$ cat src/verilog/spi_link_pkg.sv
package spi_link_pkg;

  ////////////////////////////////////////////////////////////////////////////
  // frame layout

  localparam int frame_width    = 16; // the union layout depends on this
  localparam int cmd_addr_width = 3;
  localparam int cmd_data_width = 12;

  typedef struct packed {
    logic                      write; // 1 = store data at addr
    logic [cmd_addr_width-1:0] addr;
    logic [cmd_data_width-1:0] data;
  } spi_cmd_t;

  // one word on the wire, seen either as bits or as a device command
  typedef union packed {
    logic [frame_width-1:0] raw;
    spi_cmd_t               cmd;
  } spi_frame_u;

  ////////////////////////////////////////////////////////////////////////////
  // host bus and spi lines

  typedef struct packed {
    logic        cyc;
    logic        stb;
    logic        we;
    logic [1:0]  adr;
    logic [15:0] dat;
  } wb_req_t;

  typedef struct packed {
    logic        ack;
    logic [15:0] dat;
  } wb_rsp_t;

  typedef struct packed {
    logic sclk;
    logic cs;   // active low
    logic mosi;
  } spi_bus_t;

  // host register map
  localparam logic [1:0] reg_txdata = 2'd0;
  localparam logic [1:0] reg_rxdata = 2'd1;
  localparam logic [1:0] reg_status = 2'd2;
  localparam logic [1:0] reg_clkdiv = 2'd3;

  localparam int clkdiv_reset = 4; // system cycles per sclk half period

endpackage
$ cat src/verilog/spi_link.sv
module spi_link #(
  parameter int div_width = 8 // sclk divider counter width
) (
  input  logic                  rst,
  input  logic                  clk,
  input  spi_link_pkg::wb_req_t wb_req,
  output spi_link_pkg::wb_rsp_t wb_rsp
);
  import spi_link_pkg::*;

  spi_bus_t   spi;
  logic       miso;
  spi_frame_u rx_frame;
  spi_frame_u tx_frame;
  logic       rx_valid;

  ////////////////////////////////////////////////////////////////////////////
  // host side

  spi_master #(
    .div_width (div_width)
  ) u_spi_master (
    .rst    (rst),
    .clk    (clk),
    .wb_req (wb_req),
    .wb_rsp (wb_rsp),
    .spi    (spi),
    .miso   (miso)
  );

  ////////////////////////////////////////////////////////////////////////////
  // device side

  spi_slave_driver u_spi_slave_driver (
    .rst      (rst),
    .clk      (clk),
    .spi      (spi),
    .miso     (miso),
    .tx_frame (tx_frame),
    .rx_frame (rx_frame),
    .rx_valid (rx_valid)
  );

  spi_reg_device u_spi_reg_device (
    .rst      (rst),
    .clk      (clk),
    .rx_frame (rx_frame),
    .rx_valid (rx_valid),
    .tx_frame (tx_frame)
  );

endmodule

$ cat src/verilog/spi_reg_device.sv
module spi_reg_device (
  input  logic                     rst,
  input  logic                     clk,
  input  spi_link_pkg::spi_frame_u rx_frame,
  input  logic                     rx_valid,
  output spi_link_pkg::spi_frame_u tx_frame
);
  import spi_link_pkg::*;

  localparam int num_regs = 2 ** cmd_addr_width;

  logic [cmd_data_width-1:0] regs [num_regs];
  spi_cmd_t                  cmd;
  spi_cmd_t                  reply;

  ////////////////////////////////////////////////////////////////////////////
  // command decode

  assign cmd = rx_frame.cmd;

  // a write echoes itself, a read returns the register
  always_comb begin
    reply = cmd;
    if (!cmd.write)
      reply.data = regs[cmd.addr];
  end

  ////////////////////////////////////////////////////////////////////////////
  // register file and reply word

  always_ff @(posedge rst or posedge clk) begin
    if (clk) begin
      for (int i = 0; i < num_regs; i++)
        regs[i] <= '0;
      tx_frame <= '0;
    end else if (rx_valid) begin
      if (cmd.write)
        regs[cmd.addr] <= cmd.data;
      tx_frame.cmd <= reply; // sent back during the next frame
    end
  end

endmodule

$ cat src/verilog/spi_slave_driver.sv
module spi_slave_driver (
  input  logic                     rst,
  input  logic                     clk,
  input  spi_link_pkg::spi_bus_t   spi,
  output logic                     miso,
  input  spi_link_pkg::spi_frame_u tx_frame,
  output spi_link_pkg::spi_frame_u rx_frame,
  output logic                     rx_valid
);
  import spi_link_pkg::*;

  localparam int cnt_width = $clog2(frame_width);

  localparam logic [1:0] st_idle      = 2'd0; // wait for cs low
  localparam logic [1:0] st_wait_high = 2'd1;
  localparam logic [1:0] st_wait_low  = 2'd2;

  spi_bus_t               spi_q;
  logic [1:0]             state;
  logic [cnt_width-1:0]   bit_cnt;
  logic [frame_width-1:0] shift_q;
  logic                   frame_done;

  // whole bus goes through one stage so sclk, cs and mosi stay aligned
  always_ff @(posedge rst or posedge clk) begin
    if (clk)
      spi_q <= '{sclk: 1'b0, cs: 1'b1, mosi: 1'b0};
    else
      spi_q <= spi;
  end

  // counter wrapped to 0 means every bit has seen its rise
  assign frame_done = (state == st_wait_low) && !spi_q.cs && !spi_q.sclk
                      && (bit_cnt == '0);

  ////////////////////////////////////////////////////////////////////////////
  // shifter

  always_ff @(posedge rst or posedge clk) begin
    if (clk) begin
      state    <= st_idle;
      bit_cnt  <= '0;
      shift_q  <= '0;
      miso     <= 1'b0;
      rx_valid <= 1'b0;
    end else begin
      rx_valid <= frame_done;
      if (spi_q.cs) begin
        bit_cnt <= '0;
        state   <= st_idle;
      end else begin
        case (state)
          st_idle: begin
            shift_q <= tx_frame.raw; // reply word for this frame
            bit_cnt <= '0;
            state   <= st_wait_high;
          end
          st_wait_high: begin
            if (spi_q.sclk) begin
              miso    <= shift_q[frame_width-1];
              bit_cnt <= bit_cnt + 1'b1;
              state   <= st_wait_low;
            end
          end
          st_wait_low: begin
            if (!spi_q.sclk) begin
              if (bit_cnt == '0)
                shift_q <= tx_frame.raw; // reload for a following frame
              else
                shift_q <= {shift_q[frame_width-2:0], spi_q.mosi};
              state <= st_wait_high;
            end
          end
          default: state <= st_idle;
        endcase
      end
    end
  end

  always_ff @(posedge rst) begin
    if (frame_done)
      rx_frame.raw <= {shift_q[frame_width-2:0], spi_q.mosi};
  end

endmodule

$ cat src/verilog/spi_master.sv
module spi_master #(
  parameter int div_width = 8
) (
  input  logic                    rst,
  input  logic                    clk,
  input  spi_link_pkg::wb_req_t   wb_req,
  output spi_link_pkg::wb_rsp_t   wb_rsp,
  output spi_link_pkg::spi_bus_t  spi,
  input  logic                    miso
);
  import spi_link_pkg::*;

  localparam int bit_cnt_width = $clog2(frame_width);

  localparam logic [2:0] st_idle  = 3'd0;
  localparam logic [2:0] st_lead  = 3'd1; // cs low, sclk not yet risen
  localparam logic [2:0] st_high  = 3'd2;
  localparam logic [2:0] st_low   = 3'd3;
  localparam logic [2:0] st_trail = 3'd4; // cs high gap after the frame

  logic                     ack_q;
  logic [15:0]              rdat_q;
  logic                     wb_hit;
  logic                     tx_load;
  logic                     start;
  logic                     busy;
  logic [div_width-1:0]     clkdiv;
  logic [div_width-1:0]     half_reload;
  logic [div_width-1:0]     half_cnt;
  logic                     half_tick;
  logic [2:0]               state;
  logic [bit_cnt_width-1:0] bit_cnt;
  logic                     trail_second;
  logic [1:0]               sample_pipe;
  logic [frame_width-1:0]   tx_word;
  logic [frame_width-1:0]   tx_shift;
  logic [frame_width-1:0]   rx_shift;
  logic [frame_width-1:0]   rxdata;

  ////////////////////////////////////////////////////////////////////////////
  // wishbone register block

  assign wb_hit  = wb_req.cyc & wb_req.stb & ~ack_q; // no wait states
  assign tx_load = wb_hit & wb_req.we & (wb_req.adr == reg_txdata) & ~busy & ~start;
  assign wb_rsp  = '{ack: ack_q, dat: rdat_q};

  always_ff @(posedge rst or posedge clk) begin
    if (clk) begin
      ack_q  <= 1'b0;
      start  <= 1'b0;
      clkdiv <= div_width'(clkdiv_reset);
    end else begin
      ack_q <= wb_hit;
      start <= tx_load; // FSM picks this up one cycle later
      if (wb_hit && wb_req.we && wb_req.adr == reg_clkdiv)
        clkdiv <= div_width'(wb_req.dat);
    end
  end

  always_ff @(posedge rst) begin
    if (wb_hit) begin
      case (wb_req.adr)
        reg_txdata: rdat_q <= '0;                // write only
        reg_rxdata: rdat_q <= rxdata;
        reg_status: rdat_q <= {{15{1'b0}}, busy};
        reg_clkdiv: rdat_q <= 16'(clkdiv);
      endcase
    end
    if (tx_load)
      tx_word <= wb_req.dat;
    // miso is taken two clocks after the fall, which covers the
    // slave's synchronizer delay even at a divider of 1
    if (sample_pipe[1])
      rx_shift <= {rx_shift[frame_width-2:0], miso};
  end

  ////////////////////////////////////////////////////////////////////////////
  // frame engine

  // divider of 0 behaves as 1
  assign half_reload = (clkdiv == '0) ? '0 : clkdiv - 1'b1;
  assign half_tick   = (half_cnt == '0);

  always_ff @(posedge rst or posedge clk) begin
    if (clk) begin
      state        <= st_idle;
      busy         <= 1'b0;
      spi          <= '{sclk: 1'b0, cs: 1'b1, mosi: 1'b0};
      half_cnt     <= '0;
      bit_cnt      <= '0;
      trail_second <= 1'b0;
      tx_shift     <= '0;
      sample_pipe  <= '0;
      rxdata       <= '0;
    end else begin
      sample_pipe <= {sample_pipe[0], 1'b0};
      if (state != st_idle)
        half_cnt <= half_tick ? half_reload : half_cnt - 1'b1;

      case (state)
        st_idle: begin
          if (start) begin
            spi.cs   <= 1'b0;
            tx_shift <= tx_word;
            half_cnt <= half_reload;
            bit_cnt  <= '0;
            busy     <= 1'b1;
            state    <= st_lead;
          end
        end
        st_lead: begin
          if (half_tick) begin
            spi.sclk <= 1'b1;
            spi.mosi <= tx_shift[frame_width-1]; // msb first
            state    <= st_high;
          end
        end
        st_high: begin
          if (half_tick) begin
            spi.sclk       <= 1'b0;
            tx_shift       <= {tx_shift[frame_width-2:0], 1'b0};
            bit_cnt        <= bit_cnt + 1'b1; // wraps after the last bit
            sample_pipe[0] <= 1'b1;
            state          <= st_low;
          end
        end
        st_low: begin
          if (half_tick) begin
            if (bit_cnt == '0) begin // all bits shifted
              spi.cs       <= 1'b1;
              spi.mosi     <= 1'b0;
              trail_second <= 1'b0;
              state        <= st_trail;
            end else begin
              spi.sclk <= 1'b1;
              spi.mosi <= tx_shift[frame_width-1];
              state    <= st_high;
            end
          end
        end
        st_trail: begin
          if (half_tick) begin
            if (trail_second) begin
              rxdata <= rx_shift;
              busy   <= 1'b0;
              state  <= st_idle;
            end else begin
              trail_second <= 1'b1;
            end
          end
        end
        default: state <= st_idle;
      endcase
    end
  end

endmodule

$ cat config.mk
export PLATFORM = sky130hd
export DESIGN_NAME = spi_link
export DESIGN_NICKNAME = d
export VERILOG_FILES = /design/src/verilog/spi_link_pkg.sv /design/src/verilog/spi_link.sv /design/src/verilog/spi_reg_device.sv /design/src/verilog/spi_slave_driver.sv /design/src/verilog/spi_master.sv
export SDC_FILE = /design/constraint.sdc
export NUM_CORES = 1
export LEC_CHECK = 0
export BUFFER_PORTS_ARGS = -buffer_cell sky130_fd_sc_hd__buf_2
export CAP_MARGIN = 0
export CORE_UTILIZATION = 40
export DETAILED_ROUTE_END_ITERATION = 7
export HOLD_SLACK_MARGIN = 0.12
export SLEW_MARGIN = 0
export SYNTH_ARGS = -nofsm -noshare
export SYNTH_HDL_FRONTEND = slang
export SYNTH_SLANG_ARGS = --single-unit
$ cat constraint.sdc
create_clock -name rst -period 14.9 [get_ports rst]
set_clock_uncertainty 0.05 [all_clocks]
set_input_delay 1.49 -clock rst [delete_from_list [all_inputs] [get_ports rst]]
set_output_delay 1.49 -clock rst [all_outputs]
set_load 0.02 [all_outputs]
==> qor.log <==
[status] result of the run complete, no violations
[cts] CTS tree built
[yosys] Cells after Synth 852
[sta] endpoints failing hold 0
[sta] unrepaired setup endpoints after global routing no
[floorplanning] Starting Density 41.0%
[final_layout] nets 917
[final_layout] Post-Layout Cell Count 1286
[power] overall power consumption 1.84 mW
[route] post-route DRC violation count 0
[sta] Worst Hold Slack 0.306 ns
[yosys] net count after synthesis 883
[yosys] count of flip-flops with a built-in enable after synthesis 64
[power] IR drop worst, VDD 0.106 mV
[sta] achievable frequency 380 MHz
[cts] clock transition at the registers of the reported paths 0.06 ns
[place] number of placed instances, taps included 1234
[grt] maximum number of pins on one net before global-route repair 148
[setup_path] critical path arrival 1.09 ns
[floorplanning] area of the core 0.0280 mm2
[floorplanning] area enclosed by the die boundary 0.0294 mm2
[power] total power density per cell area 141 mW/mm2
[sta] post-route setup slack 12.27 ns
[final_layout] area of the multi-input gates 0.00424 mm2
[cts] Clk Tree Root Cell sky130_fd_sc_hd__clkbuf_16
[floorplanning] height of the die 171 um
[setup_path] cells traversed along the worst timing path buf_2
[cts] number of setup buffers added after CTS 0
[route] first-iteration detailed-routing DRC count 291
[route] post-detailed-routing wire length 23500 um
[final_layout] Antenna Cells 0
[cts] total of cells resized after clock tree synthesis 0
[flow_run] number of max-cap violations 0
[floorplanning] # IOs 40
[setup_path] Worst Setup End Kind output pin
[grt] global-route usage over all layers 16.9%
[sta] Setup TNS Final 0 ns
[floorplanning] DIE WIDTH 171 um
[worst_hold_path] Hold/Removal Path Class reg2reg
[final_layout] number of inserted filler cells in the final layout 2543
[place] placer's final routability congestion estimate 0.756
[setup_path] crit path buf inv count 1
[yosys] Mapped Avg Cell Area 13.5 um2
[route] Vias/cell 5.24
[cts] hold-fix buffer count after cts 0
[yosys] commonest register cell after synthesis sky130_fd_sc_hd__dfrtp_1
[final_layout] synth-to-layout area growth 13.6%
[cts] clock buffers created by TritonCTS 28
[setup_path] cell with the largest stage delay on the worst path sky130_fd_sc_hd__edfxtp_1
[sta] setup violators final 0
[final_layout] total area of sequential cells 0.00701 mm2
[sta] post-layout min period 2.63 ns
[sta] total count of max-transition violations in the final report 0
[setup_path] category of cells accounting for the largest share of critical-path delay flip-flops
[final_layout] Util after Layout 46.6%
[setup_path] Critical Path RT 13.36 ns
[place] post-placement cell area 0.0121 mm2
[yosys] unique cell type count in the Yosys netlist 60
[cts] CTS max path bufs 3
[final_layout] post-route standard cell area excluding fillers 0.0130 mm2
[yosys] count of yosys warnings during synthesis 0
[power] static leakage 5.71 nW
[setup_path] Max FO, Critical Path 1
[route] detailed-router iteration count before antenna repair 4
[sta] pin slew with the least headroom to its limit 1.08 ns
[grt] GR Overflow Total 0
[setup_path] delay contributed by the slowest stage of the critical path 0.39 ns
[place] Port-buffer cells 39
[setup_path] worst setup path class reg2out
[route] average routed wire per standard cell 18.2 um
[final_layout] share of post-route cells with drive strength above 1 28.4%
[route] remaining number of nets flagged by the antenna check after routing 0
[sta] post-route clock period utilization 17.7%
[sta] Slew HR 27.0%
[grt] first-pass GRT wire length 38800 um
[yosys] post-synth design cell area 0.0115 mm2
[place] detailed-placement wirelength estimate 13600 um
[yosys] register area share after synthesis 61.0%
[place] dpl ws 11.61 ns
[cts] clock insertion delay at the later pin of the skew report 0.54 ns
[grt] number of antenna violations at the first check in global routing 0
[grt] number of global-route vias before repair 7053
[cts] number of H-tree branching levels 1
[setup_path] type of element launching the critical path flop
[yosys] #FFs+latches synth 267
[cts] sink count of the clock tree 267
[yosys] share of synthesized flip-flops with an asynchronous set or reset 76.0%
[floorplanning] Cell Rows 61
[route] via count 6734
==> cells by family (layout without fill, tap and decap cells) <==
logic type      Yosys count  after routing  synth area share (%)
simple gates            171            171                  8.06
fa+ha+maj                 9              9                 0.959
compound gates          129            129                  7.02
xor+xnor                  8              8                 0.610
flops                   267            267                  61.0
buf+inv                  68            124                  2.51
mux                     200            200                  19.8
==> final cells by class <==
| cell class | count | share of cell area [%] |
|---|---|---|
| clock inverters | 11 | 0.863 |
| flip-flops and latches | 267 | 53.7 |
| repair buffers | 54 | 2.36 |
| inverters | 18 | 0.575 |
| well taps | 378 | 3.62 |
| clock buffers | 41 | 6.38 |
| multi-input cells | 517 | 32.5 |
==> placed cells by master, fill, tap and decap left out, drive strengths merged, types with 5 or more instances in the layout <==
cell / n
inv: 18
clkinv: 6
o211ai: 5
nor3: 11
nand3b: 11
dfrtp: 200
and2: 8
a21o: 6
nor4: 5
nor3b: 6
buf: 54
clkbuf: 41
nand3: 13
nand2: 38
a21oi: 38
ha: 8
nor2: 39
mux2: 134
nand2b: 6
or3: 5
o221ai: 7
nor2b: 13
o22ai: 7
a22o: 5
mux2i: 60
mux4: 6
o21ai: 38
edfxtp: 64
xnor2: 6
==> synthesized netlist by cell type (6+ instances only) <==
cell type | count | area (um2)
sky130_fd_sc_hd__dfrtp_1 | 200 | 5000
sky130_fd_sc_hd__mux2_2 | 125 | 1410
sky130_fd_sc_hd__edfxtp_1 | 64 | 1920
sky130_fd_sc_hd__mux2i_1 | 60 | 601
sky130_fd_sc_hd__a21oi_1 | 38 | 190
sky130_fd_sc_hd__nand2_1 | 38 | 143
sky130_fd_sc_hd__nor2_1 | 38 | 143
sky130_fd_sc_hd__clkbuf_1 | 25 | 93.8
sky130_fd_sc_hd__o21ai_0 | 22 | 110
sky130_fd_sc_hd__inv_1 | 18 | 67.6
sky130_fd_sc_hd__buf_2 | 17 | 85.1
sky130_fd_sc_hd__o21ai_1 | 16 | 80.1
sky130_fd_sc_hd__nand3_1 | 13 | 65.1
sky130_fd_sc_hd__nor2b_1 | 13 | 81.3
sky130_fd_sc_hd__nand3b_1 | 11 | 82.6
sky130_fd_sc_hd__nor3_1 | 11 | 55.1
sky130_fd_sc_hd__mux2_4 | 9 | 135
sky130_fd_sc_hd__and2_1 | 8 | 50.1
sky130_fd_sc_hd__ha_1 | 8 | 100
sky130_fd_sc_hd__o221ai_1 | 7 | 61.3
sky130_fd_sc_hd__o22ai_1 | 7 | 43.8
sky130_fd_sc_hd__a21o_1 | 6 | 45.0
sky130_fd_sc_hd__buf_1 | 6 | 22.5
sky130_fd_sc_hd__mux4_2 | 6 | 135
sky130_fd_sc_hd__nand2b_1 | 6 | 37.5
sky130_fd_sc_hd__nor3b_1 | 6 | 45.0
sky130_fd_sc_hd__xnor2_1 | 6 | 52.6
==> layer usage <==
metal / part of all wire (%) / vias to the layer above / track usage (%)
li1: - / 3166 / -
met4: 2.6 / 0 / 4.66
met3: 3.2 / 43 / 2.37
met1: 48 / 3421 / 23.7
met5: 0 / - / 0
met2: 46 / 104 / 27.4
==> power by group <==
part	internal, mW	switching, mW
Sequential	0.835	0.0760
Combinational	0.0984	0.129
Clock	0.421	0.285
==> registers in the layout, indices dropped and copies added (netlist names), 2 cells and up <==
register                     count
u_spi_slave_driver.spi_q         3
u_spi_slave_driver.state         2
u_spi_slave_driver.shift_q      16
u_spi_master.clkdiv              8
u_spi_master.rxdata             16
u_spi_master.sample_pipe         2
u_spi_master.spi                 3
u_spi_master.rdat_q             16
u_spi_slave_driver.rx_frame     16
u_spi_master.state               3
u_spi_master.bit_cnt             4
u_spi_master.tx_shift           16
u_spi_master.rx_shift           16
u_spi_slave_driver.bit_cnt       4
u_spi_master.tx_word            16
u_spi_master.half_cnt            8
u_spi_reg_device.tx_frame       16
u_spi_reg_device.regs           96
==> final timing paths <==
kind | cells past startpoint | slack (ns) | start | to
worst max register to register | 4 | 12.28 | u_spi_slave_driver.rx_frame[14]$_DFFE_PP_ | u_spi_reg_device.regs[1]$_DFFE_PP0P_
worst max-delay path | 1 | 12.27 | u_spi_master.rdat_q[0]$_SDFFCE_PN0P_ | wb_rsp[0]
worst min register to register | 0 | 0.31 | u_spi_master.sample_pipe[0]$_DFF_PP0_ | u_spi_master.sample_pipe[1]$_DFF_PP0_
worst min-delay path | 0 | 0.31 | u_spi_master.sample_pipe[0]$_DFF_PP0_ | u_spi_master.sample_pipe[1]$_DFF_PP0_
max in group asynchronous | 3 | 12.30 | clk | u_spi_reg_device.regs[12]$_DFFE_PP0P_
min in group asynchronous | 2 | 1.16 | clk | u_spi_reg_device.regs[70]$_DFFE_PP0P_
(Power assumes the default switching activity.)
